## config.mk

```make
export PLATFORM = sky130hd
export DESIGN_NAME = bpu_top
export DESIGN_NICKNAME = d
export VERILOG_FILES = /design/src/verilog/core_types_pkg.sv /design/src/verilog/bpu_types_pkg.sv /design/src/verilog/bpu_bram.sv /design/src/verilog/bpu_table_init.sv /design/src/verilog/base_predictor.sv /design/src/verilog/branch_target_buffer.sv /design/src/verilog/bpu_top.sv
export SDC_FILE = /design/constraint.sdc
export NUM_CORES = 1
export LEC_CHECK = 0
export BUFFER_PORTS_ARGS = -buffer_cell sky130_fd_sc_hd__buf_2
export CAP_MARGIN = 10
export CORE_MARGIN = 2
export CORE_UTILIZATION = 45
export CTS_BUF_LIST = sky130_fd_sc_hd__clkbuf_8
export CTS_CLUSTER_DIAMETER = 60
export DETAILED_ROUTE_END_ITERATION = 7
export PLACE_DENSITY = 0.62
export SETUP_SLACK_MARGIN = 0.5
export SYNTH_ARGS = -nofsm -noshare
export SYNTH_HDL_FRONTEND = slang
export SYNTH_SLANG_ARGS = --single-unit
```

## constraint.sdc

```tcl
create_clock -name clk -period 15.7 [get_ports clk]
set_input_delay 4.71 -clock clk [delete_from_list [all_inputs] [get_ports clk]]
set_output_delay 4.71 -clock clk [all_outputs]
set_load 0.005 [all_outputs]
```

## src/verilog/core_types_pkg.sv

```systemverilog
// ================================================
// Core-wide address types
// ================================================

`default_nettype none

package core_types_pkg;

    // instruction address.
    typedef logic [31:0] addr_t;

    // fixed instruction size in bytes.
    // also sets the low PC bits left out of table indices.
    localparam int INST_BYTES = 4;

endpackage

`default_nettype wire

```

## src/verilog/bpu_types_pkg.sv

```systemverilog
// ================================================
// Branch predictor counter types
// ================================================

`default_nettype none

package bpu_types_pkg;

    // two-bit saturating branch counter.
    typedef logic [1:0] ctr_t;

    // saturation limits.
    localparam ctr_t CTR_MAX = 2'b11;
    localparam ctr_t CTR_MIN = 2'b00;

    // weakly not taken, written by the clearing sweep.
    localparam ctr_t CTR_INIT = 2'b01;

endpackage

`default_nettype wire

```

## src/verilog/bpu_bram.sv

```systemverilog
// ================================================
// Simple dual-port block RAM
// ================================================

`default_nettype none

module bpu_bram #(
    parameter int DATA_WIDTH = 2,
    parameter int ADDR_WIDTH = 6
) (
    input  logic                  clk,
    input  logic [ADDR_WIDTH-1:0] rd_addr_i,
    output logic [DATA_WIDTH-1:0] rd_data_o,
    input  logic                  wr_en_i,
    input  logic [ADDR_WIDTH-1:0] wr_addr_i,
    input  logic [DATA_WIDTH-1:0] wr_data_i
);

    localparam int DEPTH = 2 ** ADDR_WIDTH;

    logic [DATA_WIDTH-1:0] mem [DEPTH];

    // registered read, old data wins on a clash.
    always_ff @(posedge clk) begin
        rd_data_o <= mem[rd_addr_i];
    end

    always_ff @(posedge clk) begin
        if (wr_en_i) begin
            mem[wr_addr_i] <= wr_data_i;
        end
    end

endmodule

`default_nettype wire

```

## src/verilog/bpu_table_init.sv

```systemverilog
// ================================================
// Post-reset table clearing sweep
// ================================================

`default_nettype none

module bpu_table_init #(
    parameter int PHT_DEPTH_EXP2 = 6,
    parameter int BTB_DEPTH_EXP2 = 4,
    localparam int INDEX_WIDTH =
        (PHT_DEPTH_EXP2 > BTB_DEPTH_EXP2) ? PHT_DEPTH_EXP2 : BTB_DEPTH_EXP2
) (
    input  logic                   clk,
    input  logic                   rst_i,
    output logic                   init_active_o,
    output logic [INDEX_WIDTH-1:0] init_index_o
);

    typedef enum logic {
        INIT_CLEAR,
        INIT_READY
    } init_state_t;

    init_state_t            state;
    logic [INDEX_WIDTH-1:0] index;

    // walk every address once, then stay ready until reset.
    always_ff @(posedge clk) begin
        if (rst_i) begin
            state <= INIT_CLEAR;
            index <= '0;
        end else if (state == INIT_CLEAR) begin
            index <= index + 1'b1;
            if (&index) begin
                state <= INIT_READY;
            end
        end
    end

    assign init_active_o = (state == INIT_CLEAR);
    assign init_index_o  = index;

endmodule

`default_nettype wire

```

## src/verilog/base_predictor.sv

```systemverilog
// ================================================
// Bimodal counter table
// ================================================

`default_nettype none

module base_predictor #(
    parameter int PHT_DEPTH_EXP2 = 6,
    parameter int INIT_WIDTH     = 6
) (
    input  logic                       clk,
    input  core_types_pkg::addr_t      query_pc_i,
    output logic                       taken_o,
    output bpu_types_pkg::ctr_t        ctr_o,
    input  logic                       update_valid_i,
    input  core_types_pkg::addr_t      update_pc_i,
    input  bpu_types_pkg::ctr_t        update_ctr_i,
    input  logic                       update_taken_i,
    input  logic                       init_active_i,
    input  logic [INIT_WIDTH-1:0]      init_index_i
);

    import core_types_pkg::*;
    import bpu_types_pkg::*;

    localparam int PC_OFFSET = $clog2(INST_BYTES);

    logic [PHT_DEPTH_EXP2-1:0] query_index;
    logic [PHT_DEPTH_EXP2-1:0] update_index;
    ctr_t                      next_ctr;
    logic                      wr_en;
    logic [PHT_DEPTH_EXP2-1:0] wr_addr;
    ctr_t                      wr_data;

    assign query_index  = query_pc_i[PC_OFFSET +: PHT_DEPTH_EXP2];
    assign update_index = update_pc_i[PC_OFFSET +: PHT_DEPTH_EXP2];

    // saturating step from the counter seen at prediction time.
    always_comb begin
        if (update_taken_i) begin
            next_ctr = (update_ctr_i == CTR_MAX) ? CTR_MAX : update_ctr_i + 1'b1;
        end else begin
            next_ctr = (update_ctr_i == CTR_MIN) ? CTR_MIN : update_ctr_i - 1'b1;
        end
    end

    // sweep owns the write port while clearing.
    assign wr_en   = init_active_i | update_valid_i;
    assign wr_addr = init_active_i ? init_index_i[PHT_DEPTH_EXP2-1:0] : update_index;
    assign wr_data = init_active_i ? CTR_INIT : next_ctr;

    bpu_bram #(
        .DATA_WIDTH($bits(ctr_t)),
        .ADDR_WIDTH(PHT_DEPTH_EXP2)
    ) pht_ram (
        .clk      (clk),
        .rd_addr_i(query_index),
        .rd_data_o(ctr_o),
        .wr_en_i  (wr_en),
        .wr_addr_i(wr_addr),
        .wr_data_i(wr_data)
    );

    assign taken_o = ctr_o[$bits(ctr_t)-1];

endmodule

`default_nettype wire

```

## src/verilog/branch_target_buffer.sv

```systemverilog
// ================================================
// Direct-mapped branch target buffer
// ================================================

`default_nettype none

module branch_target_buffer #(
    parameter int BTB_DEPTH_EXP2 = 4,
    parameter int INIT_WIDTH     = 6
) (
    input  logic                  clk,
    input  core_types_pkg::addr_t query_pc_i,
    output logic                  hit_o,
    output core_types_pkg::addr_t target_o,
    input  logic                  update_valid_i,
    input  core_types_pkg::addr_t update_pc_i,
    input  logic                  update_taken_i,
    input  core_types_pkg::addr_t update_target_i,
    input  logic                  init_active_i,
    input  logic [INIT_WIDTH-1:0] init_index_i
);

    import core_types_pkg::*;

    localparam int PC_OFFSET   = $clog2(INST_BYTES);
    localparam int TAG_WIDTH   = $bits(addr_t) - PC_OFFSET - BTB_DEPTH_EXP2;
    localparam int ENTRY_WIDTH = 1 + TAG_WIDTH + $bits(addr_t);

    logic [BTB_DEPTH_EXP2-1:0] query_index;
    logic [BTB_DEPTH_EXP2-1:0] update_index;
    logic [TAG_WIDTH-1:0]      query_tag;
    logic [TAG_WIDTH-1:0]      query_tag_q;
    logic [TAG_WIDTH-1:0]      update_tag;
    logic                      wr_en;
    logic [BTB_DEPTH_EXP2-1:0] wr_addr;
    logic [ENTRY_WIDTH-1:0]    wr_data;
    logic [ENTRY_WIDTH-1:0]    rd_entry;
    logic                      rd_valid;
    logic [TAG_WIDTH-1:0]      rd_tag;

    assign query_index  = query_pc_i[PC_OFFSET +: BTB_DEPTH_EXP2];
    assign update_index = update_pc_i[PC_OFFSET +: BTB_DEPTH_EXP2];
    assign query_tag    = query_pc_i[$bits(addr_t)-1 -: TAG_WIDTH];
    assign update_tag   = update_pc_i[$bits(addr_t)-1 -: TAG_WIDTH];

    // only taken branches allocate; clearing writes invalid entries.
    assign wr_en   = init_active_i | (update_valid_i & update_taken_i);
    assign wr_addr = init_active_i ? init_index_i[BTB_DEPTH_EXP2-1:0] : update_index;
    assign wr_data = init_active_i ? '0 : {1'b1, update_tag, update_target_i};

    bpu_bram #(
        .DATA_WIDTH(ENTRY_WIDTH),
        .ADDR_WIDTH(BTB_DEPTH_EXP2)
    ) btb_ram (
        .clk      (clk),
        .rd_addr_i(query_index),
        .rd_data_o(rd_entry),
        .wr_en_i  (wr_en),
        .wr_addr_i(wr_addr),
        .wr_data_i(wr_data)
    );

    // tag lines up with the RAM output.
    always_ff @(posedge clk) begin
        query_tag_q <= query_tag;
    end

    assign {rd_valid, rd_tag, target_o} = rd_entry;
    assign hit_o = rd_valid & (rd_tag == query_tag_q);

endmodule

`default_nettype wire

```

## src/verilog/bpu_top.sv

```systemverilog
// ================================================
// Branch prediction unit top
// ================================================

`default_nettype none

module bpu_top #(
    parameter int PHT_DEPTH_EXP2 = 6,
    parameter int BTB_DEPTH_EXP2 = 4
) (
    input  logic                  clk,
    input  logic                  rst_i,
    input  logic                  query_valid_i,
    input  core_types_pkg::addr_t query_pc_i,
    input  logic                  upd_valid_i,
    input  core_types_pkg::addr_t upd_pc_i,
    input  bpu_types_pkg::ctr_t   upd_ctr_i,
    input  logic                  upd_taken_i,
    input  core_types_pkg::addr_t upd_target_i,
    output logic                  ready_o,
    output logic                  pred_valid_o,
    output logic                  pred_taken_o,
    output bpu_types_pkg::ctr_t   pred_ctr_o,
    output core_types_pkg::addr_t pred_pc_o
);

    import core_types_pkg::*;

    localparam int INIT_WIDTH =
        (PHT_DEPTH_EXP2 > BTB_DEPTH_EXP2) ? PHT_DEPTH_EXP2 : BTB_DEPTH_EXP2;

    logic                  init_active;
    logic [INIT_WIDTH-1:0] init_index;
    logic                  upd_accept;
    addr_t                 query_pc_q;
    logic                  btb_hit;
    addr_t                 btb_target;

    bpu_table_init #(
        .PHT_DEPTH_EXP2(PHT_DEPTH_EXP2),
        .BTB_DEPTH_EXP2(BTB_DEPTH_EXP2)
    ) table_init (
        .clk          (clk),
        .rst_i        (rst_i),
        .init_active_o(init_active),
        .init_index_o (init_index)
    );

    assign ready_o    = ~init_active;
    assign upd_accept = upd_valid_i & ready_o;

    base_predictor #(
        .PHT_DEPTH_EXP2(PHT_DEPTH_EXP2),
        .INIT_WIDTH    (INIT_WIDTH)
    ) pht (
        .clk           (clk),
        .query_pc_i    (query_pc_i),
        .taken_o       (pred_taken_o),
        .ctr_o         (pred_ctr_o),
        .update_valid_i(upd_accept),
        .update_pc_i   (upd_pc_i),
        .update_ctr_i  (upd_ctr_i),
        .update_taken_i(upd_taken_i),
        .init_active_i (init_active),
        .init_index_i  (init_index)
    );

    branch_target_buffer #(
        .BTB_DEPTH_EXP2(BTB_DEPTH_EXP2),
        .INIT_WIDTH    (INIT_WIDTH)
    ) btb (
        .clk            (clk),
        .query_pc_i     (query_pc_i),
        .hit_o          (btb_hit),
        .target_o       (btb_target),
        .update_valid_i (upd_accept),
        .update_pc_i    (upd_pc_i),
        .update_taken_i (upd_taken_i),
        .update_target_i(upd_target_i),
        .init_active_i  (init_active),
        .init_index_i   (init_index)
    );

    // valid only for queries taken while ready.
    always_ff @(posedge clk) begin
        if (rst_i) begin
            pred_valid_o <= 1'b0;
        end else begin
            pred_valid_o <= query_valid_i & ready_o;
        end
    end

    always_ff @(posedge clk) begin
        query_pc_q <= query_pc_i;
    end

    // buffered target only on a taken prediction that hits.
    assign pred_pc_o = (pred_taken_o & btb_hit) ? btb_target
                                                : query_pc_q + addr_t'(INST_BYTES);

endmodule

`default_nettype wire

```

# ---- After elaboration in Yosys (flattened, before gate mapping)
# Memory sizes are Yosys's and may differ from the RTL's. A register that Yosys moved wholly into a read port is not among the register bits.
# Index checks and enable logic that the tools add are counted.
dict set report op_classes {
  add_sub_neg 4
  eq_ne 2
  muxes 14
  bitwise 8
  reduce_logical 2
}
# operator n
set op_table {}
lappend op_table {{59-bit 2-to-1 mux} 1}
lappend op_table {{32-bit by 3-bit adder with 32-bit output, second input constant} 1}
lappend op_table {{32-bit 2-to-1 mux} 1}
lappend op_table {{26-bit equality test} 1}
lappend op_table {{2-bit 2-to-1 mux} 4}
lappend op_table {{6-bit by 1-bit adder with 6-bit output, second input constant} 1}
lappend op_table {{1-bit 2-to-1 mux} 6}
lappend op_table {{6-bit 2-to-1 mux} 1}
lappend op_table {{6-bit AND reduction} 1}
lappend op_table {{1-bit bitwise AND} 5}
lappend op_table {{4-bit 2-to-1 mux} 1}
lappend op_table {{2-bit by 1-bit adder with 2-bit output, second input constant} 1}
lappend op_table {{2-bit equality test, second input constant} 1}
lappend op_table {{2-bit zero test} 1}
lappend op_table {{1-bit OR} 2}
lappend op_table {{2-bit by 1-bit subtractor with 2-bit output, second input constant} 1}
lappend op_table {{1-bit NOT} 1}
dict set report word_totals {
  register_bits 66
  mem_bits_rw 1072
  input_bits 103
  output_inout_bits 37
  mem_count 2
}
# memory depth word_bits read_ports rd_ports_with_merged_regs write_ports line
set mem_list {}
lappend mem_list {btb.btb_ram.mem 16 59 1 1 1 bpu_bram.sv:21} ;# logic [DATA_WIDTH-1:0] mem [DEPTH];
lappend mem_list {pht.pht_ram.mem 64 2 1 1 1 bpu_bram.sv:21}

# ---- Logic depth before layout (Yosys ltp)
dict set report logic_depth {
  word_depth 5
  depth_mapped 8
  ltp_nobuf 6
}

# ---- Hierarchy
# Synthesis repeated with hierarchy kept, for this count alone.
dict set report hier_totals {
  cells_unflattened 2219
  area_unflattened_um2 45205.9
}
# mod n_inst cells_per_inst area_each_um2 seq_area_each_um2
set modules_own_cells {}
lappend modules_own_cells {{bpu_bram at btb.btb_ram} 1 1522 36453.7 29528.3}
lappend modules_own_cells {{bpu_bram at pht.pht_ram} 1 324 5397.7 3883.7}
lappend modules_own_cells {bpu_top 1 195 1651.6 660.6}
lappend modules_own_cells {branch_target_buffer 1 133 1256.2 520.5}
lappend modules_own_cells {bpu_table_init 1 29 295.3 140.1}
lappend modules_own_cells {base_predictor 1 16 151.4 0.0}

# ---- Worst setup path after synthesis
# No wires, ideal clock.
dict set report synth_timing {
  path_type {input-to-reg}
  start {in upd_pc_i[2]}
  end {mem btb.btb_ram.mem[14][0] (netlist name), enable pin}
  setup_ns 0.476
  arrival_ns 7.853
  t_required_ns 15.224
  setup_slack_ns 7.370
  cell_stages 4
  n_path_buf 0
  path_cell_list {nand2b_1 -> a2bb2oi_1 -> or2_2 -> nor2_1}
}
dict set report synth_via {
  elab_chain_cells 1
}
# item line
set synth_rtl {}
lappend synth_rtl {{start, declared} bpu_top.sv:16} ;# input core_types_pkg::addr_t upd_pc_i,
lappend synth_rtl {{4-bit 2-to-1 mux} branch_target_buffer.sv:48} ;# assign wr_addr = init_active_i ? init_index_i[BTB_DEPTH_EXP2-1:0] : update_index;
lappend synth_rtl {{end, declared} bpu_bram.sv:21}
# No other way between the ends.

# ---- Worst setup path after layout
dict set report layout_timing {
  start {reg btb.query_tag_q[6]}
  end {out pred_pc_o[2]}
}
dict set report layout_via {
  elab_chain_cells 4
}
# item line
set layout_rtl {}
lappend layout_rtl {{start, declared} branch_target_buffer.sv:32} ;# logic [TAG_WIDTH-1:0] query_tag_q;
lappend layout_rtl {{start signal, assigned} branch_target_buffer.sv:65} ;# query_tag_q <= query_tag;
lappend layout_rtl {{26-bit equality test} branch_target_buffer.sv:69} ;# assign hit_o = rd_valid & (rd_tag == query_tag_q);
lappend layout_rtl {{1-bit bitwise AND} branch_target_buffer.sv:69}
lappend layout_rtl {{1-bit bitwise AND} bpu_top.sv:98} ;# assign pred_pc_o = (pred_taken_o & btb_hit) ? btb_target
lappend layout_rtl {{32-bit 2-to-1 mux} bpu_top.sv:98}
lappend layout_rtl {{end, declared} bpu_top.sv:24} ;# output core_types_pkg::addr_t pred_pc_o
# No other way between the ends.

==> run metrics <==
number of hold buffers added after CTS=0; Hold Crit Class=register to register; htree depth=4; setup TNS=0 ns; switch share=0.2234; Clock transition at path regs=0.07 ns; # Max-Cap Violations=0; Setup Viol. Count Final=0; Clk Latency, worst-skew pair=0.84 ns; critical setup path kind=register to output port; outcome=complete, no violations; DIE AREA=102,100 um2; # resized after CTS=0; DRT met1 WL=~44,000 um; Worst Clk Skew=0.06141 ns; Final #Nets=~2,400; die width=319.6 um; Mapped Area=44,820 um2; Syn. warnings=0; Max Freq=between 0.1 and 0.15 GHz; Mean Syn Cell Area=22.23 um2; met3 wire length=8339 um; Vias/cell=5.759; height of the die=319.6 um; CP Max Fanout=32; remaining antenna violation count=0; Post-Place Worst Slack=6.967 ns; Clock power frac=0.388; router iterations before antenna repair=7; initial antenna violation count=4; Final Power=6.208 mW; RSZ-0062 raised after global routing=no; WL per Instance=about 28 um; filler-free cell count of the finished design=3,722; total track usage=0.2060; final weighted congestion in routability-driven placement=about 0.74; Final Hold Fails=0; total grt overflow=0; Placed Instances=3,380; sequential-to-total area share from yosys stat=0.7633; postcts setup bufs=0; P_leak=17.13 nW; number of remaining DRC errors=0; vias after detailed routing=21,430; CTS tree=built; internal power=4.822 mW; top sig layer=met4; NetSw=1.387 mW; Cells after Synth=2,016; Distinct cells, synth=49; relative slew slack=0.2414; layout cell share with drive strength beyond 1=0.3274; Port Buffers=approximately 140; Comb power frac=0.050; DRT Wirelength=103,900 um; maximum clock path buffer count=3; arrival time worst endpoint=4.22 ns; Synth Flop Type=edfxtp_1; Least-Margin Pin Slew=roughly 1.1 ns; first-pass GRT wire length=roughly 150,000 um; Sink Count=1,173; CP startpoint kind=register; Boundary Pins=140; min Tclk post-route=8.935 ns; worst endpoint required time=10.99 ns; sequential share of power=0.562; peak supply drop=80.44 uV; Detailed Place HPWL=54,710 um; Max Slew Vio Count=0; power density over cell area=122.8 nW/um2; Inserted Clock Buffers=184; core area=98,560 um2; post-route setup slack=6.765 ns; DR WL met2=49,130 um; fraction of registers with async set/reset=0; worst hold margin=0.5711 ns; initial drt markers=roughly 2,500; vias in the first global route=22,400; number of synthesized flops with an enable pin=1,072; register bit total from synthesis=1,173; Final Cycle Share=0.5691; CTS Root Cell=clkbuf_8; largest net degree at the start of global routing=153; Site Rows=115; Starting Density=0.4548; synthesis-to-finish area growth=12.75%; Worst Setup End Kind=output port; Syn Nets=2,121
cell type report:
cell class,instances,area [um2]
Antenna cell,1,2.502
Clock buffer,204,2808
Clock inverter,136,659.4
Fill cell,7746,48030
Inverter,8,30.03
Multi-Input combinational cell,738,10190
Sequential cell,1173,34220
Tap cell,1287,1610
Timing Repair Buffer,175,1025
power by group through the flow:
stage | Sequential, mW | Combinational (mW) | Clock, mW
after floorplan | 3.54 | 0.208 | 0
after global placement | 3.55 | 0.314 | 0
after detailed placement | 3.56 | 0.317 | 0
after CTS | 3.49 | 0.318 | 2.46
after global routing | 3.49 | 0.332 | 2.60
final | 3.49 | 0.312 | 2.41
registers in the layout, summed over array words and instances (netlist names):
signal                   flops
btb.btb_ram.rd_data_o       59
pred_valid_o                 1
pht.pht_ram.mem            128
pht.pht_ram.rd_data_o        2
query_pc_q                   7
btb.query_tag_q             25
table_init.init_index_o      6
table_init.state             1
btb.btb_ram.mem            944
cell families after synthesis:
kind of cell | count (synthesis) | share of synthesized area
flip-flops | 1173 | 0.7633
multiplexers | 368 | 0.1756
AND/OR/NAND/NOR | 270 | 0.03009
buffers and inverters | 105 | 0.01265
XOR/XNOR | 59 | 0.01153
AO/OA/AOI/OAI | 39 | 0.006309
adder cells (fa/ha/maj) | 2 | 0.0005582
synthesized netlist by cell type, drive strengths merged (2+ instances only):
master   instances  area, um2
edfxtp        1072      32190
mux4           325       7320
dfxtp          101       2022
nor2            96      360.4
buf             62      405.4
and2            58      362.9
mux2            39      510.5
clkbuf          35      131.4
xnor2           34      297.8
nand2           33      123.9
nand3           26      130.1
xor2            25      219.0
nand4           14      87.58
nor2b            8      50.05
and3             7      45.05
inv              7      26.28
nand2b           7      43.79
nor3             5      25.02
nor4             5      46.29
o21ai            5      25.02
o22ai            5      31.28
or3              5      31.28
a21oi            4      20.02
a22oi            4      30.03
mux2i            4      40.04
o31ai            3      22.52
or2              3      18.77
a2111oi          2      17.52
a32o             2      20.02
ha               2      25.02
nor3b            2      15.01
o211ai           2      15.01
o21a             2      15.01
o221ai           2      17.52
o311ai           2      17.52
o32ai            2      17.52
worst paths after layout:
kind | slack (ns) | cells after the start | to | startpoint
setup / recovery | 6.77 | 7 | pred_pc_o[2] | btb.query_tag_q[6]$_DFF_P_
hold / removal | 0.57 | 2 | table_init.state$_SDFF_PP0_ | table_init.init_index_o[5]$_SDFFE_PP0N_
setup reg to reg | 11.41 | 4 | btb.btb_ram.mem[3][36]$_DFFE_PP_ | table_init.state$_SDFF_PP0_
hold reg to reg | 0.57 | 2 | table_init.state$_SDFF_PP0_ | table_init.init_index_o[5]$_SDFFE_PP0N_
per-stage QoR:
step,instance area (um2),util
finish,50540,0.5127
global route,50540,0.5127
CTS,50530,0.5126
detailed placement,47060,0.4775
global placement,47060,0.4775
floorplan,44820,-
layout by cell type, fill, tap and decap left out, types with 3 or more instances in the layout:
cell type  Yosys  final
o31ai_1        3      3
nand3_1       26     26
and3_1         6      6
inv_8          0      4
buf_4         22     36
xnor2_1       34     34
nor4_1         4      4
inv_1          7     72
buf_2         18    133
nor2b_1        8      8
and2_1        58     58
nand2b_1       7      7
clkinv_2       0     18
nor2_4         0     16
mux2_2        20     20
or3_1          5      5
xor2_1        25     25
o22ai_1        5      5
or2_2          3      3
clkbuf_8       0    204
o21ai_0        4      3
nor3_1         5      5
mux4_2       325    325
nand4_1       14     14
mux2i_1        4      4
edfxtp_1    1072   1072
clkinv_1       1     42
dfxtp_1      101    100
a21oi_1        4      3
a22oi_1        4      4
nor2_1        96     80
nand2_1       33     33
mux2_4        19     19
metal layers:
| layer | vias to the layer above | track usage |
|---|---|---|
| met5 | - | 0 |
| met4 | 0 | 0.06740 |
| met3 | 191 | 0.04464 |
| met2 | 909 | 0.3167 |
| met1 | 11400 | 0.2955 |
| li1 | 8931 | - |
worst max-delay path, cell delays in order, from the launching register on:
cell and delay, ns:
dfxtp_1 0.56, xor2_1 0.17, nor4_1 0.66, nand4_1 0.25, nor4_4 0.18, buf_4 0.59, mux2i_1 0.72, buf_2 0.24
Power figures use the tool's default switching activity.
